[config.mk]
export PLATFORM = sky130hd
export DESIGN_NAME = trigger_delay_top
export DESIGN_NICKNAME = d
export VERILOG_FILES = /design/src/hw/trigger_pkg.sv /design/src/hw/delay_config.sv /design/src/hw/pulse_delay.sv /design/src/hw/event_stamper.sv /design/src/hw/trigger_delay_top.sv
export SDC_FILE = /design/constraint.sdc
export NUM_CORES = 1
export LEC_CHECK = 0
export BUFFER_PORTS_ARGS = -buffer_cell sky130_fd_sc_hd__buf_2
export CAP_MARGIN = 20
export CORE_AREA = 2 2 135 163
export CTS_CLUSTER_SIZE = 10
export DETAILED_ROUTE_END_ITERATION = 12
export DIE_AREA = 0 0 137 165
export GPL_TIMING_DRIVEN = 0
export PLACE_DENSITY_LB_ADDON = 0.3
export SYNTH_ARGS = -nofsm -noshare
export SYNTH_HDL_FRONTEND = slang
export SYNTH_HIERARCHICAL = 1
export SYNTH_SLANG_ARGS = --single-unit
[constraint.sdc]
create_clock -name clk -period 3.6 [get_ports clk]
set_input_delay 1.08 -clock clk [delete_from_list [all_inputs] [get_ports clk]]
set_output_delay 1.08 -clock clk [all_outputs]
set_load 0.005 [all_outputs]
[src/hw/trigger_pkg.sv]
// Shared widths, defaults and record types for the multichannel trigger delay unit
// Imported by the design blocks and by the testbench
`default_nettype none

package trigger_pkg;

  // Defaults picked up by the top level when no override is given
  localparam int num_channels_default = 4;
  localparam int timer_bits_default = 8;

  // Width of the free-running cycle counter carried in every event
  localparam int stamp_bits = 32;

  // Fixed field widths of the host write record and the event mask.
  // These stay at 8 bits whatever the channel count or timer width.
  localparam int channel_bits = 8;
  localparam int cfg_delay_bits = 8;
  localparam int mask_bits = 8;

  // One host write qualified by cfg_valid
  // The delay field is cut down to the timer width by the decoder
  typedef struct packed {
    logic [channel_bits-1:0]   channel;
    logic [cfg_delay_bits-1:0] delay;
  } cfg_write_t;

  // One output event qualified by event_valid
  // Mask bits above the channel count always read as zero
  typedef struct packed {
    logic [stamp_bits-1:0] stamp;
    logic [mask_bits-1:0]  fired;
  } delay_event_t;

endpackage

`default_nettype wire

[src/hw/delay_config.sv]
// Host configuration decoder holding one delay register per trigger channel
// A strobed write updates the addressed channel at the same clock edge
`timescale 1ns/1ns
`default_nettype none

module delay_config
  import trigger_pkg::*;
#(
  parameter int N_CHANNELS = num_channels_default,
  parameter int TIMER_BITS = timer_bits_default
) (
  input  logic                                  clk,
  input  logic                                  reset,
  input  logic                                  cfg_valid,
  input  cfg_write_t                            cfg,
  output logic [N_CHANNELS-1:0][TIMER_BITS-1:0] delays
);

  // Per-channel write enable
  // An index past the last channel matches no bit, so the write is dropped
  logic [N_CHANNELS-1:0] wr_en;

  // Delay field cut down to the timer width
  logic [TIMER_BITS-1:0] wr_delay;

  always_comb begin
    for (int i = 0; i < N_CHANNELS; i++) begin
      wr_en[i] = cfg_valid && (cfg.channel == channel_bits'(i));
    end
  end

  assign wr_delay = cfg.delay[TIMER_BITS-1:0];

  // Delay registers read zero after reset
  // A write issued in cycle k is visible to the channels from cycle k+1
  always_ff @(posedge clk) begin
    if (reset) begin
      delays <= '0;
    end else begin
      for (int i = 0; i < N_CHANNELS; i++) begin
        if (wr_en[i]) begin
          delays[i] <= wr_delay;
        end
      end
    end
  end

endmodule

`default_nettype wire

[src/hw/pulse_delay.sv]
// One retriggerable delay channel
// Emits a single-cycle pulse delay+1 cycles after its latest input pulse
`timescale 1ns/1ns
`default_nettype none

module pulse_delay
  import trigger_pkg::*;
#(
  parameter int TIMER_BITS = timer_bits_default
) (
  input  logic                  clk,
  input  logic                  reset,
  input  logic [TIMER_BITS-1:0] delay,
  input  logic                  in_pls,
  output logic                  out_pls
);

  // Cycles left before the pending pulse is released
  logic [TIMER_BITS-1:0] timer;

  // Set while a pulse is waiting in the timer
  logic pending;

  logic expired;

  assign expired = (timer == '0);

  // The pulse leaves in the cycle the timer reaches zero.
  // With delay 0 this is the cycle right after the input pulse.
  assign out_pls = pending && expired;

  // A new pulse always wins, which restarts any pulse still waiting
  always_ff @(posedge clk) begin
    if (reset) begin
      pending <= 1'b0;
    end else if (in_pls) begin
      pending <= 1'b1;
    end else if (expired) begin
      pending <= 1'b0;
    end
  end

  // Only the delay seen with the input pulse matters; later writes
  // to the delay register leave a pending count alone
  always_ff @(posedge clk) begin
    if (in_pls) begin
      timer <= delay;
    end else if (pending && !expired) begin
      timer <= timer - 1'b1;
    end
  end

endmodule

`default_nettype wire

[src/hw/event_stamper.sv]
// Free cycle counter and event builder for the delayed trigger outputs
// Every cycle with output activity produces one strobed record a cycle later
`timescale 1ns/1ns
`default_nettype none

module event_stamper
  import trigger_pkg::*;
#(
  parameter int N_CHANNELS = num_channels_default
) (
  input  logic                  clk,
  input  logic                  reset,
  input  logic [N_CHANNELS-1:0] fired,
  output logic                  event_valid,
  output delay_event_t          evt
);

  // Cycle number that reads zero in the first cycle after reset goes low
  logic [stamp_bits-1:0] count;

  // Channel mask widened to the fixed event field
  logic [mask_bits-1:0] fired_mask;

  logic any_fired;

  always_comb begin
    fired_mask = '0;
    fired_mask[N_CHANNELS-1:0] = fired;
  end

  assign any_fired = |fired;

  always_ff @(posedge clk) begin
    if (reset) begin
      count <= '0;
    end else begin
      count <= count + 1'b1;
    end
  end

  // There is no back-pressure, so a record lives for exactly one cycle
  always_ff @(posedge clk) begin
    if (reset) begin
      event_valid <= 1'b0;
    end else begin
      event_valid <= any_fired;
    end
  end

  // The record holds the count of the cycle in which the channels fired
  always_ff @(posedge clk) begin
    if (any_fired) begin
      evt <= delay_event_t'{stamp: count, fired: fired_mask};
    end
  end

endmodule

`default_nettype wire

[src/hw/trigger_delay_top.sv]
// Top level of the trigger delay unit wiring the config decoder, delay channels and stamper
// N_CHANNELS and TIMER_BITS are set here and passed down to the blocks
`timescale 1ns/1ns
`default_nettype none

module trigger_delay_top
  import trigger_pkg::*;
#(
  parameter int N_CHANNELS = num_channels_default,
  parameter int TIMER_BITS = timer_bits_default
) (
  input  logic                  clk,
  input  logic                  reset,
  input  logic                  cfg_valid,
  input  cfg_write_t            cfg,
  input  logic [N_CHANNELS-1:0] in_pls,
  output logic [N_CHANNELS-1:0] out_pls,
  output logic                  event_valid,
  output delay_event_t          evt
);

  // The record fields are 8 bits wide, which bounds both parameters
  if (N_CHANNELS < 1 || N_CHANNELS > mask_bits) begin : g_bad_channels
    $error("N_CHANNELS must lie between 1 and %0d", mask_bits);
  end

  if (TIMER_BITS < 1 || TIMER_BITS > cfg_delay_bits) begin : g_bad_timer
    $error("TIMER_BITS must lie between 1 and %0d", cfg_delay_bits);
  end

  // Current delay of every channel where element i feeds channel i
  logic [N_CHANNELS-1:0][TIMER_BITS-1:0] delays;

  delay_config #(
    .N_CHANNELS(N_CHANNELS),
    .TIMER_BITS(TIMER_BITS)
  ) delay_config_i (
    .clk,
    .reset,
    .cfg_valid,
    .cfg,
    .delays
  );

  for (genvar i = 0; i < N_CHANNELS; i++) begin : g_channel
    pulse_delay #(
      .TIMER_BITS(TIMER_BITS)
    ) pulse_delay_i (
      .clk,
      .reset,
      .delay   (delays[i]),
      .in_pls  (in_pls[i]),
      .out_pls (out_pls[i])
    );
  end

  // The stamper watches the same pulses that leave the unit
  event_stamper #(
    .N_CHANNELS(N_CHANNELS)
  ) event_stamper_i (
    .clk,
    .reset,
    .fired (out_pls),
    .event_valid,
    .evt
  );

endmodule

`default_nettype wire

==> run summary <==
min cycle time layout - 3470 ps
CTS Buf Count - 17
Worst-Skew Late Latency - 420 ps
Finished Layout Cells - 907
die width - 137 um
Synth Flop Type - dfxtp_1
classification of the worst-slack hold path - flop to flop
Synth warnings - 6
Total Power - 3.79 mW
worst-path cell chain - or4_4 > or4_1 > nor2_1 > buf_2
TritonRoute pass-1 iters - 5
Startpoint Class - flop
top cell type's share of synthesized area - 0.339
Setup Buffers After CTS - 0
GR Util met1 - 0.142
Congestion Overflow GR - 0
total number of vias - 4303
die area - 22600 um2
RSZ-0062 raised after global routing - no
Starting Density - 0.288
# setup viols final - 0
first-pass GRT wire length - 21.0 mm
Root Buffer - clkbuf_16
period utilization - 0.964
Crit path max-delay family - simple AND/OR/NAND/NOR gates
CTS sink count - 137
Worst Path Required - 2520 ps
Reg clk slew, reported paths - 60 ps
initial antenna violation count - 0
Setup CP Type - flop to primary output
all-layer global routing usage - 0.119
Top-Level Pins - 68
Avg WL per Cell - 14.2 um
area grow syn2layout - 21.7%
Synth area leader - edfxtp_1
Static Leak - 2.75 nW
Max stage delay on crit path - 590 ps
vias in the first global route - 4315
most frequent cells in the layout - dfxtp_1 (69), edfxtp_1 (68), buf_2 (63)
crit-path max FO - 6
Hold Violations, Final - 0
global placer's final weighted congestion - 0.802
I/O Buffers - 63
final wirelength - 12.8 mm
top cells by area, synth - edfxtp_1 (34%), dfxtp_1 (23%), mux2i_1 (5.3%)
outcome - complete, no violations
fin. max-slew vios - 0
antenna-violating nets left - 0
fillers - 2097
CP max stage cell - or4_4
HPWL Detailed - 9.46 mm
hold-fix buffers at CTS - 0
met2 global-route usage - 0.200
# nets final - 656
Worst Setup End Kind - primary output
Die Y - 165 um
TNS Setup - 0 ps
Post-Syn Area - 6030 um2
Mapped Cells - 537
post-synth cell types - 40
DRC violations left - 0
most used routing layer - met2
layout cells sized above 1 - 0.193
most common cell after layout, fill and taps aside - dfxtp_1
DR iter-0 viols - 303
Async SR Flop Fraction - 0
pin count of the biggest net entering global routing - 21
PwrDens - 516 nW/um2
# diodes - 0
core region area - 20900 um2
Clock Tree Buf Depth - 2
Arr. time, crit path - 2390 ps
Cell Rows - 58
#FFs+latches synth - 137
PostCTS Resize Cnt - 0
post-synthesis sequential area ratio - 0.568
GR Layer Usage met3 - 0.0374
buffer and inverter count on the worst path - 1
clock skew - 12.5 ps
H-tree lvl count - 4
CTS tree - built
Max Cap Violations - 0
Max Freq - 288 MHz
Peak VDD IR - 0.445 mV
drt via density - 4.74
placed insts - 875
Synth Area per Inst - 11.2 um2
EDFF count, synth - 68
cells by family (layout without fill, tap and decap cells):
kind of cell,Yosys count,in the layout,synth area share
adders and majority gates,9,9,0.0187
AOI/OAI and AO/OA,84,84,0.0847
other,1,4,0.000622
buffers and inverters,47,144,0.0349
muxes,33,33,0.0550
DFF,137,137,0.568
and+or+nand+nor,207,207,0.211
xor gates and xnor gates,19,19,0.0276
layer usage:
metal  up-vias  part of all wire
li1       2158                 -
met1      2021              0.44
met2       108              0.48
met3        16             0.059
met4         0             0.015
met5         -                 0
final timing paths:
kind,depth (start not counted),slack [ps],from,to
setup / recovery,4,130,g_channel[0].pulse_delay_i/timer[3],out_pls[0]
hold reg to reg,0,460,event_stamper_i/count[31],event_stamper_i/evt[39]
hold / removal,0,460,event_stamper_i/count[31],event_stamper_i/evt[39]
setup reg to reg,6,850,g_channel[0].pulse_delay_i/timer[3],event_stamper_i/evt[9]
flip-flops by register name, summed over array words and instances (netlist names):
name / count
event_stamper_i/count: 32
g_channel.pulse_delay_i/pending: 4
g_channel.pulse_delay_i/timer: 32
event_stamper_i/evt: 36
event_stamper_i/event_valid: 1
delay_config_i/delays: 32
power by group:
part           total, mW  internal [mW]  switching, mW
Combinational      0.276          0.126          0.150
Clock               1.72           1.06          0.660
Sequential          1.79           1.72         0.0641
area by class of cell:
cell class / instances / area, um2 / area share
plain buffers: 24 / 124 / 0.0169
clock buffers: 19 / 453 / 0.0618
clock inverters: 13 / 144 / 0.0196
inverters: 23 / 86.3 / 0.0118
multi-input cells: 356 / 2410 / 0.328
flip-flops and latches: 137 / 3420 / 0.467
well taps: 270 / 338 / 0.0461
repair buffers: 65 / 358 / 0.0488
cells in the mapped netlist (all sizes together), types with 8 or more instances:
cell type / number
or4: 36
xor2: 11
o21ai: 24
mux2i: 32
nand3: 14
inv: 23
edfxtp: 68
or3: 8
dfxtp: 69
ha: 9
a31oi: 8
nand4: 13
nor2: 29
o31ai: 18
xnor2: 8
a21oi: 22
nand2b: 44
clkbuf: 17
o211ai: 8
nand2: 40
per-stage QoR:
step / hold slack [ps] / worst slack [ps] / utilization / cell area [um2]
after floorplan: 423 / 766 / - / 6040
after global routing: 468 / 43.0 / 0.351 / 7330
final: 457 / 129 / 0.351 / 7330
after detailed placement: 446 / 537 / 0.322 / 6740
after global placement: 432 / 201 / 0.320 / 6690
after CTS: 460 / 75.2 / 0.351 / 7330
(Power assumes the default switching activity.)
